**src/logic/memCtrl_macros.svh**
```systemverilog
`ifndef MEMCTRL_MACROS_SVH
`define MEMCTRL_MACROS_SVH

// ------------------------------------------------------------------
// Datapath widths
// ------------------------------------------------------------------

// Width of one stored word
`define MC_DATA_W        32
// Request id width
`define MC_ID_W          4
// Word address inside one channel, 16 words each
`define MC_WORD_ADDR_W   4

// ------------------------------------------------------------------
// Channel behaviour
// ------------------------------------------------------------------

// Beats returned per read
`define MC_BURST_LEN     4
// Pending reads held per channel
`define MC_QUEUE_DEPTH   4
// Bursts from one channel before the other one gets a turn
`define MC_SERVE_LIMIT   4

`endif

```
**src/logic/memCtrlPkg.sv**
```systemverilog
`default_nettype none

`include "memCtrl_macros.svh"

package memCtrlPkg;

    // One data word of the store
    typedef logic [`MC_DATA_W-1:0] dataWord_t;

    // Request id, echoed on ack and read beats
    typedef logic [`MC_ID_W-1:0] reqId_t;

    // Word address inside a channel
    typedef logic [`MC_WORD_ADDR_W-1:0] wordAddr_t;

    // Full address, top bit picks the channel
    typedef logic [`MC_WORD_ADDR_W:0] memAddr_t;

    // Queued reads plus one burst in flight
    typedef logic [$clog2(`MC_QUEUE_DEPTH + 2)-1:0] queueDepth_t;

    // Beat position within a burst
    typedef logic [$clog2(`MC_BURST_LEN)-1:0] beatIdx_t;

    // Consecutive bursts served, saturates at the limit
    typedef logic [$clog2(`MC_SERVE_LIMIT + 1)-1:0] serveCnt_t;

    // Channel currently owning the response path
    typedef enum logic {ServeCh0, ServeCh1} respState_t;

endpackage

`default_nettype wire

```
**src/logic/chanRespIf.sv**
```systemverilog
`timescale 1ns/1ps
`default_nettype none

// Response path of one channel towards the arbiter
interface chanRespIf import memCtrlPkg::*; ();

    // Beat presented by the channel, held until granted
    logic        beatValid;
    logic        beatLast;
    dataWord_t   beatData;
    reqId_t      beatId;

    // Pending work, used for the depth comparison
    queueDepth_t depth;

    // Beat moves when valid and grant are both high
    logic        grant;

    // Channel side
    modport chan (
        output beatValid, beatLast, beatData, beatId, depth,
        input  grant
    );

    // Arbiter side
    modport arb (
        input  beatValid, beatLast, beatData, beatId, depth,
        output grant
    );

endinterface

`default_nettype wire

```
**src/logic/channelStore.sv**
```systemverilog
`timescale 1ns/1ps
`default_nettype none

`include "memCtrl_macros.svh"

module channelStore import memCtrlPkg::*; #(
    parameter int chanIdx = 0
) (
    input  logic      clk,
    input  logic      rst_n,
    input  logic      reqValid,
    input  logic      reqWrite,
    input  memAddr_t  reqAddr,
    input  reqId_t    reqId,
    input  dataWord_t reqData,
    output logic      ackValid,
    output reqId_t    ackId,
    output logic      full,
    chanRespIf.chan   resp
);
    localparam int NumWords = 1 << `MC_WORD_ADDR_W;

    // ------------------------------------------------------------------
    // Request dispatch
    // ------------------------------------------------------------------

    dataWord_t   mem [NumWords];
    logic        claim;
    wordAddr_t   reqWordAddr;

    // Channel bit sits above the word address
    assign claim       = reqValid & (reqAddr[`MC_WORD_ADDR_W] == 1'(chanIdx));
    assign reqWordAddr = reqAddr[`MC_WORD_ADDR_W-1:0];

    // Write lands at the sampling edge
    always_ff @(posedge clk) begin
        if (claim && reqWrite) begin
            mem[reqWordAddr] <= reqData;
        end
    end

    // Ack one cycle after the write strobe
    always_ff @(posedge clk or negedge rst_n) begin
        if (!rst_n) begin
            ackValid <= 1'b0;
        end else begin
            ackValid <= claim & reqWrite;
        end
    end

    // Id of the last write claimed by this channel
    always_ff @(posedge clk) begin
        if (claim && reqWrite) begin
            ackId <= reqId;
        end
    end

    // ------------------------------------------------------------------
    // Pending reads
    // ------------------------------------------------------------------

    wordAddr_t   headAddr;
    reqId_t      headId;
    logic        qEmpty;
    queueDepth_t qCount;
    logic        pop;

    readQueue i_readQueue (
        .clk      (clk),
        .rst_n    (rst_n),
        .push     (claim & ~reqWrite),
        .pushAddr (reqWordAddr),
        .pushId   (reqId),
        .pop      (pop),
        .headAddr (headAddr),
        .headId   (headId),
        .empty    (qEmpty),
        .full     (full),
        .count    (qCount)
    );

    // ------------------------------------------------------------------
    // Burst engine
    // ------------------------------------------------------------------

    logic      active;
    beatIdx_t  beatIdx;
    wordAddr_t burstAddr;
    reqId_t    burstId;
    logic      beatFire;

    // Next read starts only once the engine has gone idle
    assign pop      = ~active & ~qEmpty;
    assign beatFire = active & resp.grant;

    always_ff @(posedge clk or negedge rst_n) begin
        if (!rst_n) begin
            active  <= 1'b0;
            beatIdx <= '0;
        end else if (pop) begin
            active  <= 1'b1;
            beatIdx <= '0;
        end else if (beatFire) begin
            if (resp.beatLast) begin
                active <= 1'b0;
            end
            beatIdx <= beatIdx + 1'b1;
        end
    end

    always_ff @(posedge clk) begin
        if (pop) begin
            burstAddr <= headAddr;
            burstId   <= headId;
        end
    end

    // Words follow the start address and wrap inside the channel
    assign resp.beatValid = active;
    assign resp.beatLast  = active & (beatIdx == beatIdx_t'(`MC_BURST_LEN - 1));
    assign resp.beatData  = mem[wordAddr_t'(burstAddr + wordAddr_t'(beatIdx))];
    assign resp.beatId    = burstId;

    // Burst in flight counts as one more pending read
    assign resp.depth = queueDepth_t'(qCount + queueDepth_t'(active));

endmodule

`default_nettype wire

```
**src/logic/memCtrlTop.sv**
```systemverilog
`timescale 1ns/1ps
`default_nettype none

module memCtrlTop import memCtrlPkg::*; (
    input  logic       clk,
    input  logic       rst_n,
    input  logic       reqValid,
    input  logic       reqWrite,
    input  memAddr_t   reqAddr,
    input  reqId_t     reqId,
    input  dataWord_t  reqData,
    output logic       respValid,
    output logic       respLast,
    output dataWord_t  respData,
    output reqId_t     respId,
    output logic       ackValid,
    output reqId_t     ackId,
    output logic [1:0] chFull
);
    // Per-channel response buses
    chanRespIf ch0Resp ();
    chanRespIf ch1Resp ();

    // Ack path from each channel
    logic   ch0AckValid;
    logic   ch1AckValid;
    reqId_t ch0AckId;
    reqId_t ch1AckId;

    // Arbiter and counter handshake
    logic servedLast;
    logic otherDeeper;
    logic switchNow;
    logic limitHit;

    // ------------------------------------------------------------------
    // Channels
    // ------------------------------------------------------------------

    channelStore #(.chanIdx(0)) i_ch0Store (
        .clk (clk), .rst_n (rst_n),
        .reqValid (reqValid), .reqWrite (reqWrite), .reqAddr (reqAddr),
        .reqId (reqId), .reqData (reqData),
        .ackValid (ch0AckValid), .ackId (ch0AckId),
        .full (chFull[0]), .resp (ch0Resp.chan)
    );

    channelStore #(.chanIdx(1)) i_ch1Store (
        .clk (clk), .rst_n (rst_n),
        .reqValid (reqValid), .reqWrite (reqWrite), .reqAddr (reqAddr),
        .reqId (reqId), .reqData (reqData),
        .ackValid (ch1AckValid), .ackId (ch1AckId),
        .full (chFull[1]), .resp (ch1Resp.chan)
    );

    // ------------------------------------------------------------------
    // Response arbitration
    // ------------------------------------------------------------------

    respArbiter i_respArbiter (
        .clk (clk), .rst_n (rst_n),
        .ch0 (ch0Resp.arb), .ch1 (ch1Resp.arb),
        .ch0AckValid (ch0AckValid), .ch1AckValid (ch1AckValid),
        .ch0AckId (ch0AckId), .ch1AckId (ch1AckId),
        .limitHit (limitHit),
        .servedLast (servedLast), .otherDeeper (otherDeeper), .switchNow (switchNow),
        .respValid (respValid), .respLast (respLast),
        .respData (respData), .respId (respId),
        .ackValid (ackValid), .ackId (ackId)
    );

    serveCounter i_serveCounter (
        .clk (clk), .rst_n (rst_n),
        .servedLast (servedLast), .otherDeeper (otherDeeper),
        .switchNow (switchNow), .limitHit (limitHit)
    );

endmodule

`default_nettype wire

```
**src/logic/readQueue.sv**
```systemverilog
`timescale 1ns/1ps
`default_nettype none

`include "memCtrl_macros.svh"

module readQueue import memCtrlPkg::*; (
    input  logic        clk,
    input  logic        rst_n,
    input  logic        push,
    input  wordAddr_t   pushAddr,
    input  reqId_t      pushId,
    input  logic        pop,
    output wordAddr_t   headAddr,
    output reqId_t      headId,
    output logic        empty,
    output logic        full,
    output queueDepth_t count
);
    localparam int PtrW = $clog2(`MC_QUEUE_DEPTH);

    // Entry storage
    wordAddr_t        addrMem [`MC_QUEUE_DEPTH];
    reqId_t           idMem   [`MC_QUEUE_DEPTH];
    logic [PtrW-1:0]  wrPtr;
    logic [PtrW-1:0]  rdPtr;
    logic             doPush;
    logic             doPop;

    // Push into a full queue is dropped
    assign doPush = push & ~full;
    assign doPop  = pop & ~empty;

    assign empty    = (count == '0);
    assign full     = (count == queueDepth_t'(`MC_QUEUE_DEPTH));
    assign headAddr = addrMem[rdPtr];
    assign headId   = idMem[rdPtr];

    always_ff @(posedge clk) begin
        if (doPush) begin
            addrMem[wrPtr] <= pushAddr;
            idMem[wrPtr]   <= pushId;
        end
    end

    // Pointers and occupancy
    always_ff @(posedge clk or negedge rst_n) begin
        if (!rst_n) begin
            wrPtr <= '0;
            rdPtr <= '0;
            count <= '0;
        end else begin
            if (doPush) begin
                wrPtr <= (wrPtr == PtrW'(`MC_QUEUE_DEPTH - 1)) ? '0 : wrPtr + 1'b1;
            end
            if (doPop) begin
                rdPtr <= (rdPtr == PtrW'(`MC_QUEUE_DEPTH - 1)) ? '0 : rdPtr + 1'b1;
            end
            // Simultaneous push and pop leaves the count alone
            if (doPush && !doPop) begin
                count <= count + 1'b1;
            end else if (doPop && !doPush) begin
                count <= count - 1'b1;
            end
        end
    end

endmodule

`default_nettype wire

```
**src/logic/respArbiter.sv**
```systemverilog
`timescale 1ns/1ps
`default_nettype none

module respArbiter import memCtrlPkg::*; (
    input  logic      clk,
    input  logic      rst_n,
    chanRespIf.arb    ch0,
    chanRespIf.arb    ch1,
    input  logic      ch0AckValid,
    input  logic      ch1AckValid,
    input  reqId_t    ch0AckId,
    input  reqId_t    ch1AckId,
    input  logic      limitHit,
    output logic      servedLast,
    output logic      otherDeeper,
    output logic      switchNow,
    output logic      respValid,
    output logic      respLast,
    output dataWord_t respData,
    output reqId_t    respId,
    output logic      ackValid,
    output reqId_t    ackId
);
    respState_t  state;
    respState_t  nextState;
    logic        onCh1;
    logic        servedValid;
    logic        servedBeatLast;
    dataWord_t   servedData;
    reqId_t      servedId;
    queueDepth_t servedDepth;
    queueDepth_t otherDepth;
    logic        atBoundary;

    assign onCh1 = (state == ServeCh1);

    // ------------------------------------------------------------------
    // Served and waiting channel views
    // ------------------------------------------------------------------

    always_comb begin
        if (onCh1) begin
            servedValid    = ch1.beatValid;
            servedBeatLast = ch1.beatLast;
            servedData     = ch1.beatData;
            servedId       = ch1.beatId;
            servedDepth    = ch1.depth;
            otherDepth     = ch0.depth;
        end else begin
            servedValid    = ch0.beatValid;
            servedBeatLast = ch0.beatLast;
            servedData     = ch0.beatData;
            servedId       = ch0.beatId;
            servedDepth    = ch0.depth;
            otherDepth     = ch1.depth;
        end
    end

    // Only the owner moves, the other one holds its beat
    assign ch0.grant = ~onCh1 & ch0.beatValid;
    assign ch1.grant = onCh1 & ch1.beatValid;

    // ------------------------------------------------------------------
    // Switch decision
    // ------------------------------------------------------------------

    // Idle or last beat, never inside a burst
    assign atBoundary  = ~servedValid | servedBeatLast;
    assign servedLast  = servedValid & servedBeatLast;
    assign otherDeeper = (otherDepth > servedDepth);

    // Deeper rival wins, or the limit forces a turn if it has work
    assign switchNow = atBoundary & (otherDeeper | (limitHit & (otherDepth != '0)));

    assign nextState = switchNow ? (onCh1 ? ServeCh0 : ServeCh1) : state;

    always_ff @(posedge clk or negedge rst_n) begin
        if (!rst_n) begin
            state <= ServeCh0;
        end else begin
            state <= nextState;
        end
    end

    // ------------------------------------------------------------------
    // Output muxes
    // ------------------------------------------------------------------

    assign respValid = servedValid;
    assign respLast  = servedLast;
    assign respData  = servedData;
    assign respId    = servedId;

    // At most one ack per cycle since requests arrive one at a time
    assign ackValid = ch0AckValid | ch1AckValid;
    assign ackId    = ch1AckValid ? ch1AckId : ch0AckId;

endmodule

`default_nettype wire

```
**src/logic/serveCounter.sv**
```systemverilog
`timescale 1ns/1ps
`default_nettype none

`include "memCtrl_macros.svh"

module serveCounter import memCtrlPkg::*; (
    input  logic clk,
    input  logic rst_n,
    input  logic servedLast,
    input  logic otherDeeper,
    input  logic switchNow,
    output logic limitHit
);
    // Bursts completed in a row by the served channel
    serveCnt_t cnt;

    assign limitHit = (cnt == serveCnt_t'(`MC_SERVE_LIMIT));

    // ------------------------------------------------------------------
    // Starvation count
    // ------------------------------------------------------------------

    always_ff @(posedge clk or negedge rst_n) begin
        if (!rst_n) begin
            cnt <= '0;
        end else if (switchNow || otherDeeper) begin
            // New owner or a deeper rival restarts the count
            cnt <= '0;
        end else if (servedLast && !limitHit) begin
            // Holds at the limit until a switch
            cnt <= cnt + 1'b1;
        end
    end

endmodule

`default_nettype wire

```
**config.mk**
```make
export PLATFORM = sky130hd
export DESIGN_NAME = memCtrlTop
export DESIGN_NICKNAME = d
export VERILOG_FILES = /design/src/logic/memCtrlPkg.sv /design/src/logic/chanRespIf.sv /design/src/logic/channelStore.sv /design/src/logic/memCtrlTop.sv /design/src/logic/readQueue.sv /design/src/logic/respArbiter.sv /design/src/logic/serveCounter.sv
export VERILOG_INCLUDE_DIRS = /design/src /design/src/logic
export SDC_FILE = /design/constraint.sdc
export NUM_CORES = 1
export LEC_CHECK = 0
export BUFFER_PORTS_ARGS = -buffer_cell sky130_fd_sc_hd__buf_2
export CAP_MARGIN = 30
export CORE_ASPECT_RATIO = 1.5
export CORE_MARGIN = 4
export CORE_UTILIZATION = 42
export DETAILED_ROUTE_END_ITERATION = 8
export PLACE_DENSITY = 0.55
export SYNTH_ARGS = -nofsm -noshare
export SYNTH_HDL_FRONTEND = slang
export SYNTH_SLANG_ARGS = --single-unit
```
**constraint.sdc**
```tcl
create_clock -name clk -period 2.9 [get_ports clk]
set_clock_uncertainty 0.2 [all_clocks]
set_input_delay 0.29 -clock clk [delete_from_list [all_inputs] [get_ports clk]]
set_output_delay 0.29 -clock clk [all_outputs]
set_load 0.02 [all_outputs]
```
# ---- After elaboration in Yosys (flattened, before gate mapping)
# Memories as Yosys holds them, arrays and structs flattened. A register that Yosys moved wholly into a read port is not among the register bits.
# Cells that the tools add are included.
dict set report op_classes {
  n_mux 36
  n_eq_ne 9
  bitwise_logic 34
  n_lt_le_gt_ge 1
  reduce_logical 25
  n_addsub 15
}
# operator n
set ops {}
lappend ops {{$mux W32} 1}
lappend ops {{$mux W3} 8}
lappend ops {{$and A1 B1 Y1} 21}
lappend ops {{$mux W1} 17}
lappend ops {{$mux W2} 8}
lappend ops {{$reduce_bool A2 Y1} 7}
lappend ops {{$add A2 B1 Y2 const B} 6}
lappend ops {{$eq A2 B2 Y1 const B} 6}
lappend ops {{$not A1 Y1} 10}
lappend ops {{$add A3 B1 Y3 const B} 3}
lappend ops {{$eq A3 B3 Y1 const B} 3}
lappend ops {{$add A4 B2 Y4} 2}
lappend ops {{$mux W4} 2}
lappend ops {{$logic_and A1 B1 Y1} 7}
lappend ops {{$add A3 B1 Y3} 2}
lappend ops {{$logic_not A3 Y1} 2}
lappend ops {{$sub A3 B1 Y3 const B} 2}
lappend ops {{$logic_not A1 Y1} 5}
lappend ops {{$reduce_and A2 Y1} 2}
lappend ops {{$gt A3 B3 Y1} 1}
lappend ops {{$or A1 B1 Y1} 3}
lappend ops {{$reduce_bool A3 Y1} 1}
lappend ops {{$logic_or A1 B1 Y1} 1}
dict set report totals {
  memories 6
  wordCells 142
  ramBits 1088
  reg_bits 34
  input_bits 45
}
# memory words word_bits rd rd_ports_with_merged_regs write_ports line_no
set mem_list {}
lappend mem_list {i_ch0Store.mem 16 32 1 0 1 channelStore.sv:27} ;# dataWord_t mem [NumWords];
lappend mem_list {i_ch1Store.mem 16 32 1 0 1 channelStore.sv:27}
lappend mem_list {i_ch0Store.i_readQueue.addrMem 4 4 1 1 1 readQueue.sv:22} ;# wordAddr_t addrMem [`MC_QUEUE_DEPTH];
lappend mem_list {i_ch0Store.i_readQueue.idMem 4 4 1 1 1 readQueue.sv:23} ;# reqId_t idMem [`MC_QUEUE_DEPTH];
lappend mem_list {i_ch1Store.i_readQueue.addrMem 4 4 1 1 1 readQueue.sv:22}
lappend mem_list {i_ch1Store.i_readQueue.idMem 4 4 1 1 1 readQueue.sv:23}

# ---- Logic depth before layout (Yosys ltp)
dict set report depth {
  depth_word 8
  mapped_depth 10
}

# ---- Hierarchy
# Synthesis repeated with hierarchy kept, for this count alone.
dict set report unflattened {
  hier_cells 1785
  area_unflattened_um2 44041.0
}
# mod area_per_inst_um2 instances seq_area_each_um2 cells_per_inst
set modules_own_cells {}
lappend modules_own_cells {{channelStore (i_ch0Store)} 19935.4 1 15835.2 769}
lappend modules_own_cells {{channelStore (i_ch1Store)} 19930.4 1 15835.2 768}
lappend modules_own_cells {readQueue 1620.3 2 1136.1 79}
lappend modules_own_cells {respArbiter 732.0 1 25.0 72}
lappend modules_own_cells {serveCounter 202.7 1 75.1 18}

# ---- Worst setup path after synthesis
# No wires, ideal clock.
dict set report synth_timing {
  path_type {register to output}
  start {register i_ch0Store.beatIdx[0]}
  end {output respData[19]}
  path_stages_with_launch 8
  arrival_time_ns 2.642
  path_slack_ns -0.232
  path_cell_list {dfrtp_1 ha_1 fa_1 clkbuf_1 clkbuf_1 mux4_2 mux2i_1 a221oi_1}
}
dict set report synth_via {
  elab_chain_len 3
}
# item line_no
set synth_rtl {}
lappend synth_rtl {{start: declaration} channelStore.sv:87} ;# beatIdx_t beatIdx;
lappend synth_rtl {{start signal: assignment} channelStore.sv:107} ;# beatIdx <= beatIdx + 1'b1;
lappend synth_rtl {{$add A4 B2 Y4} channelStore.sv:121} ;# assign resp.beatData = mem[wordAddr_t'(burstAddr + wordAddr_t'(beatIdx))];
lappend synth_rtl {{$mem_v2 Z16 W32} -}
lappend synth_rtl {{$mux W32} respArbiter.sv:42} ;# if (onCh1) begin
lappend synth_rtl {{end: declaration} memCtrlTop.sv:14} ;# output dataWord_t respData,
# No other way between the ends.

# ---- Worst setup path in the final report
dict set report layout_timing {
  start {register i_ch1Store.burstAddr[0], read port of i_ch1Store.i_readQueue.addrMem}
  end {output respData[0]}
}
dict set report layout_via {
  elab_chain_len 3
}
# item line_no
set layout_rtl {}
lappend layout_rtl {{start: declaration} channelStore.sv:88} ;# wordAddr_t burstAddr;
lappend layout_rtl {{$add A4 B2 Y4} channelStore.sv:121}
lappend layout_rtl {{$mem_v2 Z16 W32} -}
lappend layout_rtl {{$mux W32} respArbiter.sv:42}
# No other way between the ends.

==> results by stage <==
Outcome:
- The flow ran to the end, but the final reports show violations.
- The checks that failed: negative setup slack.

STA:
- For the finished layout, the period the worst path requires is 4.09 ns.
- The max-slew violation total from the final report was 0.
- The achievable frequency is 244 MHz.
- The actual slew at the worst max-slew pin is 0.793 ns.
- Setup violations remaining at the end of the flow were counted as 32.
- The final cycle utilization of the critical path is 141%.
- The worst pin sits at a relative slew slack of 47.0%.
- The number of hold violations in the final report is 0.
- Setup repair after global routing could not meet its margin everywhere.
- The post-route worst setup slack is -1.19 ns.
- The sum of negative setup slack is -35.18 ns.

Global routing:
- The via count of the first global-routing pass is ~23000.
- The number of antenna violations at the first check in global routing is 2.
- The remaining global-route overflow is 0.
- Across every metal layer, demand over resource in global routing totals 19.7%.
- Entering global routing, the biggest net connects 41 pins.
- The first-pass GRT wire length is between 150000 and 200000 µm.

Detailed routing:
- The count of nets left with antenna violations once routing finished came out at 0.
- The detailed-route wire length per cell is ~28 µm.
- The number of vias after detailed routing is roughly 21000.
- The detailed router finished its first iteration with 1804 violations.
- Dividing the detail-routed via count by the number of cells gives 5.55.
- The final layout contains routed wiring with a total length of 107000 µm.
- In the routed design, unresolved DRC markers number 0.
- The first TritonRoute pass finished after 5 iterations.

Yosys:
- The synthesized netlist net count is a little over 2000.
- Of the post-synthesis cell area, the dominant cell type holds 75.7%.
- A synthesized cell averages 22.6 µm².
- In this run, synthesis inferred roughly 1100 flip-flops with an integrated enable.
- The count of yosys warnings during synthesis is 0.
- For this run, the register share of the synthesized area comes to between 70% and 80%.
- The predominant post-synthesis flop cell is sky130_fd_sc_hd__edfxtp_1.
- For this run, asynchronously set or reset flops after synthesis account for approximately 2.3%.
- The biggest area contributor in the post-synthesis netlist is sky130_fd_sc_hd__edfxtp_1.
- Yosys attributes the largest share of cell area to sky130_fd_sc_hd__edfxtp_1, sky130_fd_sc_hd__mux4_2, sky130_fd_sc_hd__mux2i_1.
- In this run the cell area of the synthesized design comes to 44100 µm².
- The post-synthesis instance total is 1949.
- The count of cell types in the netlist is 44.
- The post-synthesis register bit count is 1138.

Final layout:
- After the last flow step, the layout net total stands at 2391.
- The top cell types in the final layout, fill and taps aside, are sky130_fd_sc_hd__edfxtp_1, sky130_fd_sc_hd__mux4_2, sky130_fd_sc_hd__buf_4, sky130_fd_sc_hd__clkbuf_16.
- In the final layout, the share of cells above drive strength 1 is between 30% and 40%.
- The most common cell after layout, fill and taps aside is sky130_fd_sc_hd__edfxtp_1.
- The signed area change from the synthesized netlist to the final layout is 21.1%.
- The final standard cell count with taps included and fillers excluded is 3804.

Floorplan:
- The total core area is 104000 µm².
- The floorplan has between 100 and 150 rows.
- The boundary pin count is 90.
- The area of the die is between 100000 and 150000 µm².
- The width of the die is 273 µm.
- The overall die height is a little over 400 µm.
- The initial cell density of the core is 42.3%.

Min path:
- The number of stages on the worst hold path is 2.
- The worst hold path belongs to the class input port to flip-flop.
- The worst min-delay path startpoint is reqId[3].
- The worst hold path terminates at i_ch0Store.i_readQueue.idMem[3][3].

Power and ir drop:
- Total power for the finished layout comes to 0.0573 W.
- The static leakage power is approximately 18 nW.
- The peak ir drop on the vdd network is between 0.0007 and 0.0008 V.
- In this run the power density over the cells is 1070 nW/µm².

Setup path:
- The capturing element type of the critical path is a primary output.
- Data on the critical path arrives at its endpoint at 3.60 ns.
- At the worst endpoint, the required time is 2.41 ns.
- The endpoint identified for the worst register-to-register timing path is i_serveCounter.cnt[0].
- The critical path start-end classification is flip-flop to primary output.
- STA classifies the critical path startpoint as a flip-flop.
- The critical-path maximum fanout is 8.
- The worst register-to-register path begins at i_ch0Store.i_readQueue.count[0].
- The setup slack on the worst flop-to-flop path is approximately 0.28 ns.
- The number of cells on the worst reg-to-reg path is 9.

Place:
- The final estimated routing congestion in global placement is about 0.75.
- The number of buffer cells added on primary ports is 89.
- The total instance count after detailed placement is 3526.
- Summed over all nets, the half-perimeter wirelength after detailed placement is 60400 µm.
- OpenSTA, run right after detailed placement, puts the worst setup slack at -0.650 ns.

CTS:
- The root buffer selected by CTS is sky130_fd_sc_hd__clkbuf_16.
- The clock insertion delay at the later pin of the skew report is 0.70 ns.
- The TritonCTS clock tree is built.
- The deepest level of the CTS H-tree is 3.
- The clock input transition at the sequential cells of the worst setup and hold paths is roughly 0.06 ns.
- In this run the deepest clock path goes through 3 buffers.
- The number of buffers added by the clock tree synthesis step is between 100 and 150.
- The tree built by TritonCTS fans out to 1138 sinks.

Flow run:
- The max-cap violation count is 0.
-- power by group --
group	leakage, nW	internal [W]	switching, W
logic	5.57	0.0130	0.0116
clock network	1.72	0.00793	0.00601
registers	10.3	0.0185	0.000338
total	17.6	0.0393	0.0179
-- layer usage --
metal / global-route usage, % / routed length (µm) / vias up
met3: 3.17 / 5560 / 132
li1: - / - / 8945
met1: 24.9 / 42000 / 11400
met4: 4.79 / 2270 / 0
met5: 0 / 0 / -
met2: 35.5 / 57600 / 575
-- flip-flops by register name (all words and copies together), names as in the netlist, 4 cells and up --
register                        count
i_ch0Store.ackId                    4
i_ch1Store.ackId                    4
i_ch0Store.i_readQueue.addrMem     16
i_ch0Store.i_readQueue.idMem       16
i_ch1Store.mem                    512
i_ch1Store.resp.beatId              4
i_ch0Store.resp.beatId              4
i_ch1Store.i_readQueue.addrMem     16
i_ch1Store.i_readQueue.idMem       16
i_ch0Store.mem                    512
i_ch1Store.burstAddr                4
i_ch0Store.burstAddr                4
-- cell usage after synthesis (all sizes together), types with 4 or more instances --
cell / instances
nand2: 92
inv: 15
or2: 4
a32o: 32
and2: 9
xnor2: 7
ha: 27
a221oi: 32
clkbuf: 37
mux2i: 99
xor2: 7
nor2: 45
edfxtp: 1112
a21oi: 5
o21ai: 11
mux4: 272
mux2: 12
nand3: 8
buf: 63
nor3: 7
fa: 4
dfrtp: 26
-- per-stage QoR --
step	util, %	cell area, µm²	hold slack (ns)
after floorplan	-	44200	-0.206
after global placement	46.5	48500	0.185
after detailed placement	46.5	48500	0.200
after CTS	51.0	53200	0.179
after global routing	51.2	53400	0.260
final	51.2	53400	0.234
-- final cells by class --
class                   instances  area (µm²)
flip-flops and latches       1138       34000
multi-input cells             696       10100
clock inverters                62         632
repair buffers                359        3980
clock buffers                 137        2880
well taps                    1396        1750
fillers                      8179       50900
inverters                      15        56.3
diodes                          1        2.50
-- how the worst max path moves through the flow --
| stage | depth (start not counted) | from | to |
|---|---|---|---|
| final | 11 | i_ch1Store.burstAddr[0] | respData[0] |
| after floorplan | 7 | i_ch0Store.beatIdx[0] | respData[10] |
| after CTS | 11 | i_ch1Store.burstAddr[0] | respData[0] |
| after global placement | 9 | i_ch1Store.burstAddr[0] | respData[9] |
| after global routing | 11 | i_ch1Store.burstAddr[0] | respData[0] |
| after detailed placement | 9 | i_ch1Store.burstAddr[0] | respData[9] |
-- logic make-up (layout without fill, tap and decap cells) --
family	Yosys count	after routing	share of synthesized area (%)
flops	1138	1138	77.1
other cells	0	1	0
mux	383	383	16.4
buf+inv	115	573	1.28
compound gates	90	90	2.14
xor+xnor	14	14	0.312
simple gates	178	178	1.74
fa+ha+maj	31	31	0.947
-- critical path, cell delays in order, from the launching register on --
cell and delay (ns):
sky130_fd_sc_hd__edfxtp_1 0.42, sky130_fd_sc_hd__ha_4 0.19, sky130_fd_sc_hd__fa_4 0.80, sky130_fd_sc_hd__buf_6 0.13, sky130_fd_sc_hd__buf_12 0.14, sky130_fd_sc_hd__buf_12 0.13, sky130_fd_sc_hd__mux4_2 0.18, sky130_fd_sc_hd__nand2_1 0.05
sky130_fd_sc_hd__a32o_2 0.27, sky130_fd_sc_hd__a221oi_2 0.26, sky130_fd_sc_hd__buf_4 0.21, sky130_fd_sc_hd__buf_6 0.12
-- timing repair --
| action | in CTS | in global routing |
|---|---|---|
| cloned | 8 | 3 |
| buffers inserted | 12 | 10 |
| hold buffers | 48 | 1 |
| pin swaps | 23 | 15 |
| hold endpoints to repair | 1134 | 2 |
| gates resized for setup | 110 | 25 |
| setup endpoints to repair | 32 | 442 |
Note: power is estimated with default switching activity, not from simulation.
